--- src/logic/sha512_pkg.sv ---
package sha512_pkg;

  // ==============================
  // Data widths
  // ==============================

  // One SHA-512 word, which is also one data beat on the memory bus
  typedef logic [63:0] word_t;

  // One message block of 16 words, W0 in the most significant position
  typedef logic [1023:0] block_t;

  // One hash state of 8 words, H0 in the most significant position
  typedef logic [511:0] digest_t;

  // ==============================
  // FIPS 180-4 constants
  // ==============================

  // Round constants K0 to K79, indexed by the round number
  localparam word_t k_table [80] = '{
    64'h428a2f98d728ae22, 64'h7137449123ef65cd, 64'hb5c0fbcfec4d3b2f, 64'he9b5dba58189dbbc,
    64'h3956c25bf348b538, 64'h59f111f1b605d019, 64'h923f82a4af194f9b, 64'hab1c5ed5da6d8118,
    64'hd807aa98a3030242, 64'h12835b0145706fbe, 64'h243185be4ee4b28c, 64'h550c7dc3d5ffb4e2,
    64'h72be5d74f27b896f, 64'h80deb1fe3b1696b1, 64'h9bdc06a725c71235, 64'hc19bf174cf692694,
    64'he49b69c19ef14ad2, 64'hefbe4786384f25e3, 64'h0fc19dc68b8cd5b5, 64'h240ca1cc77ac9c65,
    64'h2de92c6f592b0275, 64'h4a7484aa6ea6e483, 64'h5cb0a9dcbd41fbd4, 64'h76f988da831153b5,
    64'h983e5152ee66dfab, 64'ha831c66d2db43210, 64'hb00327c898fb213f, 64'hbf597fc7beef0ee4,
    64'hc6e00bf33da88fc2, 64'hd5a79147930aa725, 64'h06ca6351e003826f, 64'h142929670a0e6e70,
    64'h27b70a8546d22ffc, 64'h2e1b21385c26c926, 64'h4d2c6dfc5ac42aed, 64'h53380d139d95b3df,
    64'h650a73548baf63de, 64'h766a0abb3c77b2a8, 64'h81c2c92e47edaee6, 64'h92722c851482353b,
    64'ha2bfe8a14cf10364, 64'ha81a664bbc423001, 64'hc24b8b70d0f89791, 64'hc76c51a30654be30,
    64'hd192e819d6ef5218, 64'hd69906245565a910, 64'hf40e35855771202a, 64'h106aa07032bbd1b8,
    64'h19a4c116b8d2d0c8, 64'h1e376c085141ab53, 64'h2748774cdf8eeb99, 64'h34b0bcb5e19b48a8,
    64'h391c0cb3c5c95a63, 64'h4ed8aa4ae3418acb, 64'h5b9cca4f7763e373, 64'h682e6ff3d6b2b8a3,
    64'h748f82ee5defb2fc, 64'h78a5636f43172f60, 64'h84c87814a1f0ab72, 64'h8cc702081a6439ec,
    64'h90befffa23631e28, 64'ha4506cebde82bde9, 64'hbef9a3f7b2c67915, 64'hc67178f2e372532b,
    64'hca273eceea26619c, 64'hd186b8c721c0c207, 64'heada7dd6cde0eb1e, 64'hf57d4f7fee6ed178,
    64'h06f067aa72176fba, 64'h0a637dc5a2c898a6, 64'h113f9804bef90dae, 64'h1b710b35131c471b,
    64'h28db77f523047d84, 64'h32caab7b40c72493, 64'h3c9ebe0a15c9bebc, 64'h431d67c49c100d4c,
    64'h4cc5d4becb3e42b6, 64'h597f299cfc657e2a, 64'h5fcb6fab3ad6faec, 64'h6c44198c4a475817
  };

  // Initial hash value H0 to H7, packed with H0 on top
  localparam digest_t h_init = {
    64'h6a09e667f3bcc908, 64'hbb67ae8584caa73b, 64'h3c6ef372fe94f82b, 64'ha54ff53a5f1d36f1,
    64'h510e527fade682d1, 64'h9b05688c2b3e6c1f, 64'h1f83d9abfb41bd6b, 64'h5be0cd19137e2179
  };

  // ==============================
  // Register map, in word offsets
  // ==============================

  localparam logic [3:0] csr_ctrl        = 4'd0;
  localparam logic [3:0] csr_status      = 4'd1;
  localparam logic [3:0] csr_src_addr    = 4'd2;
  localparam logic [3:0] csr_block_count = 4'd3;
  // Digest word i lives at this base plus i
  localparam logic [3:0] csr_digest_base = 4'd8;

  // ==============================
  // State machines
  // ==============================

  typedef enum logic [1:0] {core_idle, core_round, core_finish} core_state_t;

  typedef enum logic [1:0] {req_idle, req_read, req_push} req_state_t;

endpackage
--- src/logic/sha512_requestor.sv ---
`timescale 1ns/10ps

module sha512_requestor #(
  parameter int addr_w = 16
)
(
  input  logic               clk,
  input  logic               reset,
  // Job setup from the CSR block
  input  logic               start,
  input  logic [addr_w-1:0]  src_addr,
  input  logic [addr_w-1:0]  block_count,
  // Memory side, Wishbone classic master, read only
  output logic               m_cyc,
  output logic               m_stb,
  output logic [addr_w-1:0]  m_adr,
  input  logic               m_ack,
  input  sha512_pkg::word_t  m_dat_r,
  // Block path into the FIFO
  output logic               push,
  output sha512_pkg::block_t push_block,
  output logic               push_first,
  output logic               push_last,
  input  logic               full
);

  import sha512_pkg::*;

  req_state_t        state;
  logic [3:0]        word_cnt;
  logic [addr_w-1:0] blocks_left;
  logic              first_q;
  logic              beat_done;
  block_t            block_q;

  // One memory word has been returned in this cycle
  assign beat_done = (state == req_read) && m_stb && m_ack;

  // The push waits in its state until the FIFO has room
  assign push       = (state == req_push) && !full;
  assign push_block = block_q;
  assign push_first = first_q;
  assign push_last  = (blocks_left == addr_w'(1));

  always_ff @(posedge clk)
  begin
    if (reset)
    begin
      state       <= req_idle;
      m_cyc       <= 1'b0;
      m_stb       <= 1'b0;
      m_adr       <= '0;
      word_cnt    <= '0;
      blocks_left <= '0;
      first_q     <= 1'b0;
    end
    else
    begin
      case (state)
        req_idle:
          if (start)
          begin
            m_adr       <= src_addr;
            blocks_left <= block_count;
            first_q     <= 1'b1;
            word_cnt    <= '0;
            m_cyc       <= 1'b1;
            m_stb       <= 1'b1;
            state       <= req_read;
          end
        req_read:
          if (beat_done)
          begin
            // Strobe drops for a cycle between words
            m_stb    <= 1'b0;
            m_adr    <= m_adr + 1'b1;
            word_cnt <= word_cnt + 1'b1;
            if (word_cnt == 4'd15)
            begin
              m_cyc <= 1'b0;
              state <= req_push;
            end
          end
          else if (!m_stb)
            m_stb <= 1'b1;
        req_push:
          if (!full)
          begin
            first_q     <= 1'b0;
            blocks_left <= blocks_left - 1'b1;
            if (push_last)
              state <= req_idle;
            else
            begin
              // Word counter has wrapped to zero for the next block
              m_cyc <= 1'b1;
              m_stb <= 1'b1;
              state <= req_read;
            end
          end
        default:
          state <= req_idle;
      endcase
    end
  end

  // Shift each word in from the bottom, so W0 ends up on top after 16 words
  always_ff @(posedge clk)
  begin
    if (beat_done)
      block_q <= {block_q[959:0], m_dat_r};
  end

endmodule

--- config.mk ---
export PLATFORM = sky130hd
export DESIGN_NAME = sha512_requestor
export DESIGN_NICKNAME = d
export VERILOG_FILES = /design/src/logic/sha512_pkg.sv /design/src/logic/sha512_requestor.sv
export SDC_FILE = /design/constraint.sdc
export NUM_CORES = 1
export LEC_CHECK = 0
export ABC_AREA = 0
export BUFFER_PORTS_ARGS = -buffer_cell sky130_fd_sc_hd__buf_4
export CORE_AREA = 2 2 443 445
export DETAILED_ROUTE_END_ITERATION = 7
export DIE_AREA = 0 0 445 447
export HOLD_SLACK_MARGIN = 0.02
export PLACE_DENSITY = 0.39
export SLEW_MARGIN = 20
export SYNTH_ARGS = -nofsm -noshare
export SYNTH_HDL_FRONTEND = slang
export SYNTH_SLANG_ARGS = --single-unit
--- constraint.sdc ---
create_clock -name clk -period 43.2 [get_ports clk]
set_clock_uncertainty 0.15 [all_clocks]
set_input_delay 0 -clock clk [delete_from_list [all_inputs] [get_ports clk]]
set_output_delay 0 -clock clk [all_outputs]
set_load 0.02 [all_outputs]
==> key figures <==
Run status
  – Status: finished clean

Yosys
  – Mapped cell area: 33240 µm²
  – Simple-Gate Fraction of Synth Area: 2.048%
  – Seq/Total Area, Yosys: 94.97%
  – Mapped Cells: 1355
  – FFs w/ async S/R, synth: 0%
  – Post-synth top flop: edfxtp_1
  – Synth warn: 0
  – Synth Net Count: 1460
  – Compound-Gate Fraction of Synth Area: 2.330%
  – Synthesized-area fraction occupied by adder cells: 0.1506%
  – EDFF count, synth: 1024
  – Flops & latches, synth: 1065
  – Main combinational cell family by area after synthesis: compound AO/OA/AOI/OAI gates
  – Synth Area in XOR/XNOR: 0.02635%
  – Post-synth top area share: 92.50%
  – Cell variety after synth: 53
  – Cell taking the most area after synthesis: edfxtp_1
  – Multiplexer share of the synthesized area: 0.06775%
  – Largest cells by area after synthesis: edfxtp_1, dfxtp_1, a21oi_1, nand2_1, o21ai_0
  – Syn Area/Cell: 24.53 µm²

Finish
  – FILL cells: 19.81k
  – FF/Latch Area: 31570 µm²
  – Syn-to-layout area delta: 53.31%
  – Nets: 2915
  – Area of the multi-input gates: 1536 µm²
  – Layout cells sized above 1: 45.98%

STA
  – Tightest Pin Transition: 1.094 ns
  – Achievable frequency: 0.1729 GHz
  – Endpoints failing setup: 0
  – Slew Viols, Final: 0
  – Final hold vios: 0
  – Hold WS: 0.1049 ns
  – Tcrit/Tclk final: 13.39%
  – Setup tns final: 0 ns
  – Unrepaired setup endpoints after global routing: false
  – Rel. slew slack: 27.07%
  – Minimum clock period: 5.783 ns

Route
  – Final ANT Viol Nets: 0
  – Routed wire length: 145700 µm
  – Via count: 19.59k
  – Residual DRC: 0
  – First drt pass iteration count: 7
  – Routed wire per std cell: 26.67 µm
  – DR iter-0 viols: 1862
  – Vias per inst: 3.586

Pwr
  – Max IR drop VDD: 32.31 µV
  – Leakage: 18.45 nW
  – Power Dens Cells: 45.80 nW/µm²

Critical path
  – Critical Path End Type: flop
  – Crit path kind: flop to flop
  – CP startpoint kind: flop
  – WP data arrival: 6.01 ns
  – Required @ worst endpoint: 43.42 ns
  – CP max FO: 111

Place
  – HPWL Detailed: 115000 µm
  – IO Port Bufs: 1145
  – Placer Congestion: 0.8605

Global route
  – GRT Util Overall: 13.75%
  – Largest net degree at the start of global routing: 148
  – First-pass GRT wire length: 183500 µm
  – Initial antenna violation count: 8
  – Vias in the first global route: 18.78k
  – Residual overflow from global routing: 0

Floorplanning
  – Placeable Area: 194200 µm²
  – Die height: 447 µm
  – I/O pins: 1146
  – Die ar.: 198900 µm²
  – Die width: 445 µm
  – Initial core utilization: 17.12%
  – Row count: 162

Clock tree
  – Clock latency on the worst-skew pair: 0.75 ns
  – CTS H-Tree Depth: 3
  – CTS Sinks: 1065
  – Deepest clock path buffer count: 3
  – CTS-repair resized insts: 0
  – Root Driver: clkbuf_16
  – TritonCTS clock tree: done
  – Total clock buffers created by CTS: 121
  – Clock-pin transition on the worst setup and hold timing paths: 0.06 ns

Job
  – Max-cap check violation count: 0

Hold path
  – Hold WC Path Type: input pin to flop
[cell type report]
cell class,instances,area share [%]
Sequential cell,1065,61.95
Timing Repair Buffer,1356,20.96
Tap cell,2542,6.241
Clock buffer,156,6.199
Multi-Input combinational cell,254,3.015
Clock inverter,71,1.505
Inverter,12,0.1031
Antenna cell,7,0.03437
[cell families (layout without fill, tap and decap cells)]
kind of cell	after synthesis	count (layout)
xor gates and xnor gates	1	1
buffers and inverters	36	1595
AOI/OAI and AO/OA	119	119
and+or+nand+nor	128	128
DFF	1065	1065
muxes	2	2
other	0	7
adders and majority gates	4	4
[path summary, 6_finish.rpt]
path              startpoint  slack (ns)              end  cells after the start
max                 state[1]       37.42  push_block[899]                      6
min             src_addr[11]        0.10        m_adr[11]                      5
max reg2reg         state[1]       37.42  push_block[899]                      6
min reg2reg  push_block[555]        0.28  push_block[619]                      0
[synthesized netlist by cell type (all sizes together) (3+ instances only)]
master	instances
o31ai	5
clkbuf	21
nor2	20
dfxtp	41
inv	11
a31o	3
nor3	5
nand4b	3
edfxtp	1024
nand3	15
a21oi	38
and3	5
or4	6
a311oi	3
or3	10
a21o	8
buf	3
nor2b	4
nand2b	7
a31oi	6
o211ai	3
nand2	36
o21ai	23
nand4	6
nor4	3
a211oi	7
ha	4
[critical path, cell delays in order, from the launching register on]
cell	delay, ns
dfxtp_1	0.55
nand4b_1	0.50
inv_8	0.68
buf_4	0.74
buf_4	0.77
buf_4	0.90
buf_4	0.89
[per-layer routing]
| metal | track usage, % | share of wire [%] |
|---|---|---|
| met3 | 4.400 | 7.2 |
| met4 | 3.584 | 2.2 |
| met5 | 0 | 0 |
| met2 | 22.77 | 49 |
| met1 | 17.26 | 41 |
[per-stage QoR]
stage | utilization [%] | power (mW) | area [µm²] | setup WS [ns] | instances
detailed placement | 23.21 | 1.320 | 45070 | 37.24 | 5034
global route | 26.24 | 2.417 | 50950 | 36.85 | 5458
finish | 26.25 | 2.334 | 50960 | 37.42 | 5463
global placement | 23.21 | 1.319 | 45070 | 37.35 | 5034
CTS | 26.24 | 2.371 | 50950 | 37.27 | 5456
floorplan | - | 1.274 | 33240 | 20.39 | 1355
[placed cells by master, fill, tap and decap left out, drive strengths merged, types with 10 or more instances in the layout]
cell type	count
or3	10
buf	1161
dfxtp	41
a21oi	38
nand2	36
dlygate4sd3	195
nor2	20
bufinv	11
inv	18
nand3	15
clkbuf	156
clkinv	49
o21ai	23
edfxtp	1024
[state kept, by name (all words and copies together), names as in the netlist]
register / count
m_stb: 1
push_first: 1
m_adr: 16
blocks_left: 16
m_cyc: 1
word_cnt: 4
push_block: 1024
state: 2
[power by group]
part	switching, mW	internal (mW)
Sequential	0.0238	1.16
Clock	0.438	0.585
Combinational	0.0786	0.0516
Total	0.540	1.79
[repair_timing]
action | CTS | global route
hold buffers | 195 | 0
buffers inserted | 0 | 0
endpoints found under the setup margin | 0 | 0
hold endpoints to repair | 105 | 0
No activity file was read; power rests on OpenSTA's default activity.
