File: src/logic/sha512_pkg.sv
package sha512_pkg;

  // ==============================
  // Data widths
  // ==============================

  // One SHA-512 word, which is also one data beat on the memory bus
  typedef logic [63:0] word_t;

  // One message block of 16 words, W0 in the most significant position
  typedef logic [1023:0] block_t;

  // One hash state of 8 words, H0 in the most significant position
  typedef logic [511:0] digest_t;

  // ==============================
  // FIPS 180-4 constants
  // ==============================

  // Round constants K0 to K79, indexed by the round number
  localparam word_t k_table [80] = '{
    64'h428a2f98d728ae22, 64'h7137449123ef65cd, 64'hb5c0fbcfec4d3b2f, 64'he9b5dba58189dbbc,
    64'h3956c25bf348b538, 64'h59f111f1b605d019, 64'h923f82a4af194f9b, 64'hab1c5ed5da6d8118,
    64'hd807aa98a3030242, 64'h12835b0145706fbe, 64'h243185be4ee4b28c, 64'h550c7dc3d5ffb4e2,
    64'h72be5d74f27b896f, 64'h80deb1fe3b1696b1, 64'h9bdc06a725c71235, 64'hc19bf174cf692694,
    64'he49b69c19ef14ad2, 64'hefbe4786384f25e3, 64'h0fc19dc68b8cd5b5, 64'h240ca1cc77ac9c65,
    64'h2de92c6f592b0275, 64'h4a7484aa6ea6e483, 64'h5cb0a9dcbd41fbd4, 64'h76f988da831153b5,
    64'h983e5152ee66dfab, 64'ha831c66d2db43210, 64'hb00327c898fb213f, 64'hbf597fc7beef0ee4,
    64'hc6e00bf33da88fc2, 64'hd5a79147930aa725, 64'h06ca6351e003826f, 64'h142929670a0e6e70,
    64'h27b70a8546d22ffc, 64'h2e1b21385c26c926, 64'h4d2c6dfc5ac42aed, 64'h53380d139d95b3df,
    64'h650a73548baf63de, 64'h766a0abb3c77b2a8, 64'h81c2c92e47edaee6, 64'h92722c851482353b,
    64'ha2bfe8a14cf10364, 64'ha81a664bbc423001, 64'hc24b8b70d0f89791, 64'hc76c51a30654be30,
    64'hd192e819d6ef5218, 64'hd69906245565a910, 64'hf40e35855771202a, 64'h106aa07032bbd1b8,
    64'h19a4c116b8d2d0c8, 64'h1e376c085141ab53, 64'h2748774cdf8eeb99, 64'h34b0bcb5e19b48a8,
    64'h391c0cb3c5c95a63, 64'h4ed8aa4ae3418acb, 64'h5b9cca4f7763e373, 64'h682e6ff3d6b2b8a3,
    64'h748f82ee5defb2fc, 64'h78a5636f43172f60, 64'h84c87814a1f0ab72, 64'h8cc702081a6439ec,
    64'h90befffa23631e28, 64'ha4506cebde82bde9, 64'hbef9a3f7b2c67915, 64'hc67178f2e372532b,
    64'hca273eceea26619c, 64'hd186b8c721c0c207, 64'heada7dd6cde0eb1e, 64'hf57d4f7fee6ed178,
    64'h06f067aa72176fba, 64'h0a637dc5a2c898a6, 64'h113f9804bef90dae, 64'h1b710b35131c471b,
    64'h28db77f523047d84, 64'h32caab7b40c72493, 64'h3c9ebe0a15c9bebc, 64'h431d67c49c100d4c,
    64'h4cc5d4becb3e42b6, 64'h597f299cfc657e2a, 64'h5fcb6fab3ad6faec, 64'h6c44198c4a475817
  };

  // Initial hash value H0 to H7, packed with H0 on top
  localparam digest_t h_init = {
    64'h6a09e667f3bcc908, 64'hbb67ae8584caa73b, 64'h3c6ef372fe94f82b, 64'ha54ff53a5f1d36f1,
    64'h510e527fade682d1, 64'h9b05688c2b3e6c1f, 64'h1f83d9abfb41bd6b, 64'h5be0cd19137e2179
  };

  // ==============================
  // Register map, in word offsets
  // ==============================

  localparam logic [3:0] csr_ctrl        = 4'd0;
  localparam logic [3:0] csr_status      = 4'd1;
  localparam logic [3:0] csr_src_addr    = 4'd2;
  localparam logic [3:0] csr_block_count = 4'd3;
  // Digest word i lives at this base plus i
  localparam logic [3:0] csr_digest_base = 4'd8;

  // ==============================
  // State machines
  // ==============================

  typedef enum logic [1:0] {core_idle, core_round, core_finish} core_state_t;

  typedef enum logic [1:0] {req_idle, req_read, req_push} req_state_t;

endpackage
File: src/logic/sha512_csr.sv
`timescale 1ns/10ps

module sha512_csr #(
  parameter int addr_w = 16
)
(
  input  logic                clk,
  input  logic                reset,
  // Host side, Wishbone classic slave
  input  logic                s_cyc,
  input  logic                s_stb,
  input  logic                s_we,
  input  logic [3:0]          s_adr,
  input  sha512_pkg::word_t   s_dat_w,
  output logic                s_ack,
  output sha512_pkg::word_t   s_dat_r,
  // Job setup towards the requestor
  output logic                start,
  output logic [addr_w-1:0]   src_addr,
  output logic [addr_w-1:0]   block_count,
  // Result from the core
  input  sha512_pkg::digest_t digest,
  input  logic                digest_valid
);

  import sha512_pkg::*;

  logic    bus_req;
  logic    wr_en;
  logic    busy;
  logic    done;
  digest_t digest_q;
  word_t   rd_data;

  // A new access is one that has not been acknowledged yet
  assign bus_req = s_cyc && s_stb && !s_ack;
  assign wr_en   = bus_req && s_we;

  // Read mux, offsets without a register read as zero
  always_comb
  begin
    case (s_adr)
      csr_status:      rd_data = {62'b0, done, busy};
      csr_src_addr:    rd_data = word_t'(src_addr);
      csr_block_count: rd_data = word_t'(block_count);
      default:         rd_data = '0;
    endcase
    // The upper half of the map holds the digest, H0 first
    if (s_adr >= csr_digest_base)
      rd_data = digest_q[511 - 64 * 3'(s_adr - csr_digest_base) -: 64];
  end

  always_ff @(posedge clk)
  begin
    if (reset)
    begin
      s_ack       <= 1'b0;
      start       <= 1'b0;
      busy        <= 1'b0;
      done        <= 1'b0;
      src_addr    <= '0;
      block_count <= '0;
      digest_q    <= '0;
    end
    else
    begin
      s_ack <= bus_req;
      start <= 1'b0;
      // Job setup is frozen while a job runs, so a start while busy is dropped
      if (wr_en && !busy)
      begin
        if (s_adr == csr_ctrl && s_dat_w[0])
        begin
          start <= 1'b1;
          busy  <= 1'b1;
          done  <= 1'b0;
        end
        if (s_adr == csr_src_addr)
          src_addr <= s_dat_w[addr_w-1:0];
        if (s_adr == csr_block_count)
          block_count <= s_dat_w[addr_w-1:0];
      end
      // Last block finished, keep its digest for the host
      if (digest_valid)
      begin
        busy     <= 1'b0;
        done     <= 1'b1;
        digest_q <= digest;
      end
    end
  end

  // Read data is captured on the same edge that raises the acknowledge
  always_ff @(posedge clk)
  begin
    if (bus_req)
      s_dat_r <= rd_data;
  end

endmodule

File: config.mk
export PLATFORM = sky130hd
export DESIGN_NAME = sha512_csr
export DESIGN_NICKNAME = d
export VERILOG_FILES = /design/src/logic/sha512_pkg.sv /design/src/logic/sha512_csr.sv
export SDC_FILE = /design/constraint.sdc
export NUM_CORES = 1
export LEC_CHECK = 0
export ABC_AREA = 0
export BUFFER_PORTS_ARGS = -buffer_cell sky130_fd_sc_hd__buf_2
export CORE_MARGIN = 4
export CORE_UTILIZATION = 30
export CTS_BUF_LIST = sky130_fd_sc_hd__clkbuf_8 sky130_fd_sc_hd__clkbuf_16
export DETAILED_ROUTE_END_ITERATION = 16
export PLACE_DENSITY = 0.54
export SYNTH_ARGS = -nofsm -noshare
export SYNTH_HDL_FRONTEND = slang
export SYNTH_SLANG_ARGS = --single-unit
File: constraint.sdc
create_clock -name clk -period 6.3 [get_ports clk]
set_clock_uncertainty 0.05 [all_clocks]
set_input_delay 1.575 -clock clk [delete_from_list [all_inputs] [get_ports clk]]
set_output_delay 1.575 -clock clk [all_outputs]
set_load 0.1 [all_outputs]
==> out/qor_table.md <==
| Result | Reported |
|---|---|
| Result of the run | completed |
| Util after Layout | 0.382 |
| Average wire per cell in the routed design | 20.2 um |
| RSZ-0062 raised after global routing | false |
| Worst setup path start | s_adr[0] |
| Final critical-path share of the clock period | 0.537 |
| Post-layout total power | 9.81 mW |
| Primary flip-flop cell chosen by synthesis mapping | dfxtp_1 |
| Synth Instances | 2266 |
| Fraction of registers with async set/reset | 0 |
| DRT Pass-1 Iters | 5 |
| Maximum resistive drop on vdd | 0.000225 V |
| Post-layout nets | 3399 |
| Final antenna-violating net count | 0 |
| Time the final worst path needs with I/O delays and setup | 3.39 ns |
| Placement row count | 107 |
| Area fraction of the dominant cell type after synthesis | 0.424 |
| Launching element type of the critical path | input port |
| Xor and xnor area share after synthesis | 0 |
| Number of antenna violations at the first check in global routing | 59 |
| Reported leakage power | 14.8 nW |
| Worst hold path cell count | 2 |
| Basic-gate share of the synthesized area counting and, or, nand and nor cells | 0.106 |
| Highest clock frequency the design can meet | 295 MHz |
| Top fanout value on the critical path | 63 |
| Count of routing violations after the opening detailed-route iteration | 954 |
| Die boundary height | 302 um |
| Most used standard cell by instance count after synthesis | mux2i_1 |
| Tightest slew margin relative to the limit | 0.306 |
| Synthesized flop and latch total | 612 |
| Fin. max-slew vios | 0 |
| CTS-repair resized insts | 0 |
| Residual overflow from global routing | 0 |
| Total setup buffers inserted after CTS | 0 |
| Ordered list of cells on the worst path | buf_8 > buf_12 > mux4_2 > nand2b_1 > a31o_1 |
| Critical-path cell with the highest stage delay | mux4_2 |
| Dominant cells by area after synthesis | dfxtp_1, mux2i_1, mux4_2 |
| Clock root buffer master | clkbuf_16 |
| Most instantiated cells after synthesis | mux2i_1, dfxtp_1, nor2_1 |
| Initial standard-cell utilization of the core | 0.303 |
| Gpl congestion | 0.788 |
| Slew at the pin with the worst max-slew slack | 1.04 ns |
| Die width | 302 um |
| Clock buffer depth | 3 |
| Number of CTS-inserted buffers | 73 |
| Clock edge transition at the registers on the reported setup and hold paths | 0.06 ns |
| Number of buffers inserted for hold repair after clock tree synthesis | 0 |
| Power per cell area | 301 mW/mm^2 |
| End point of the critical path | s_dat_r[2] |
| Cell depth of the worst flop-to-flop path | 4 |
| Worst path max stage delay | 0.63 ns |
| Worst setup path class | in2reg |
| Worst min-delay path category | reg2reg |
| Post-detailed-route via-to-cell ratio | 4.67 |
| Crit. End Element | register |
| Total count of hold-check failures in the final report | 0 |
| Post-synthesis cell area | 0.0259 mm^2 |
| Dominant combinational cell family by area after synthesis | multiplexers |
| Post-synth EDFFs | 64 |
| Remaining routing DRC violations | 0 |
| Number of fill cells in the layout | 8645 |
| Data required time at the worst endpoint | 6.60 ns |
| Vias in the first global route | 19163 |
| Die area | 0.0910 mm^2 |
| Combined global-route utilization of all metal layers | 0.172 |
| CORE AREA | 0.0854 mm^2 |
| Total number of vias | 18934 |
| Crit Reg-Reg Startpoint | s_ack |
| Fraction of the mapped netlist area in compound gates | 0.0279 |
| Mux cell area share after synthesis | 0.333 |
| Mean instance size in the synthesized netlist | 11.4 um^2 |
| Data arrival time of the critical path | 3.69 ns |
| Num ports | 684 |
| Maximum number of pins on one net before global-route repair | 147 |
| Wire length of the first global-routing pass | 120000 um |
| Clock insertion delay at the later pin of the skew report | 0.62 ns |
| Ratio of cells with drive above 1 in the final layout | 0.315 |
| Worst R2R End | s_dat_r[36] |
| Count of synthesis-stage warnings from yosys | 0 |
| Drt total wl | 81700 um |
| Port buffer count | 635 |
| Number of violations of the max-capacitance limit | 0 |
| Yosys top cell by area | dfxtp_1 |
| Final HPWL DP | 56900 um |
| Total nets after synthesis | 2852 |
| Clock Sink Count | 612 |
| Internal reg-to-reg setup slack | 3.73 ns |
| TritonCTS clock tree | built |
| Endpoints failing setup | 0 |
| Setup_tns | 0 ns |
| Clock H-tree levels | 3 |
| Count of distinct cell types in the synthesized netlist | 33 |
| Area growth from synthesis to layout | 25.9% |
| Fraction of the mapped netlist area in adder cells | 0 |
| Post-synthesis sequential area ratio | 0.498 |
layer usage:
layer / global-route usage / part of all wire / vias to the layer above / routed length (um)
met5: 0 / 0.0027 / - / 223
met4: 0.0621 / 0.026 / 32 / 2140
met3: 0.0574 / 0.080 / 148 / 6560
met2: 0.287 / 0.48 / 560 / 39500
met1: 0.208 / 0.41 / 9013 / 33200
li1: - / - / 9181 / -
cells in the final DEF, fill, tap and decap left out, types with 9 or more instances in the layout:
cell,count
clkbuf_16,75
nand4_1,33
diode_2,35
buf_12,10
a22oi_1,9
buf_4,18
inv_1,22
nor2b_1,53
a31o_1,9
dfxtp_1,548
o31ai_2,14
edfxtp_1,64
mux4_2,114
nor2_1,530
nand2b_1,10
o31ai_1,20
clkbuf_8,12
buf_2,629
a21oi_1,33
mux2i_1,602
final cells by class:
type                       instances  area, um^2  area share
clock inverter                    48         514      0.0158
clock buffer                      86        2030      0.0622
tap                             1144        1430      0.0439
timing repair buffer             661        3540       0.109
antenna                           35        87.6     0.00269
inverter                           4        17.5    0.000537
sequential                       612       12900       0.396
multi-input combinational       1461       12100       0.371
critical path, delay by kind of cell:
kind / cells / cell delay [ns]
buffers and inverters: 2 / 0.96
muxes: 1 / 0.63
AOI/OAI and AO/OA: 1 / 0.25
and+or+nand+nor: 1 / 0.18
where the power goes:
part | internal, mW | switching [mW] | leakage (nW)
logic | 0.501 | 0.655 | 8.33
clock network | 2.64 | 1.74 | 1.31
registers | 4.16 | 0.105 | 5.12
flip-flops by register name, summed over array words and instances (netlist names):
register / cells
block_count: 16
busy: 1
digest_q: 512
done: 1
s_ack: 1
s_dat_r: 64
src_addr: 16
start: 1
cell families (layout without fill, tap and decap cells):
family,count (synthesis),after routing
compound gates,94,94
other cells,0,35
simple gates,649,649
mux,718,718
buf+inv,193,799
flops,612,612
per-stage QoR:
step                      setup WS [ns]  cell area [um^2]  std cells  hold slack [ns]
after floorplan                    1.92             25900       2266            0.405
after global placement             2.25             30000       3882            0.417
after detailed placement           2.21             30000       3882            0.425
after CTS                          2.89             32500       4016            0.436
after global routing               2.76             32600       4035            0.456
final                              2.91             32600       4051            0.436
worst min-delay path by stage:
stage / from / endpoint
6_report: src_addr[9] / src_addr[9]
5_1_grt: digest_q[338] / digest_q[338]
4_1_cts: src_addr[9] / src_addr[9]
3_5_place_dp: digest_q[120] / digest_q[120]
3_3_place_gp: digest_q[104] / digest_q[104]
2_1_floorplan: digest_q[100] / digest_q[100]
No activity file was read; power rests on OpenSTA's default activity.
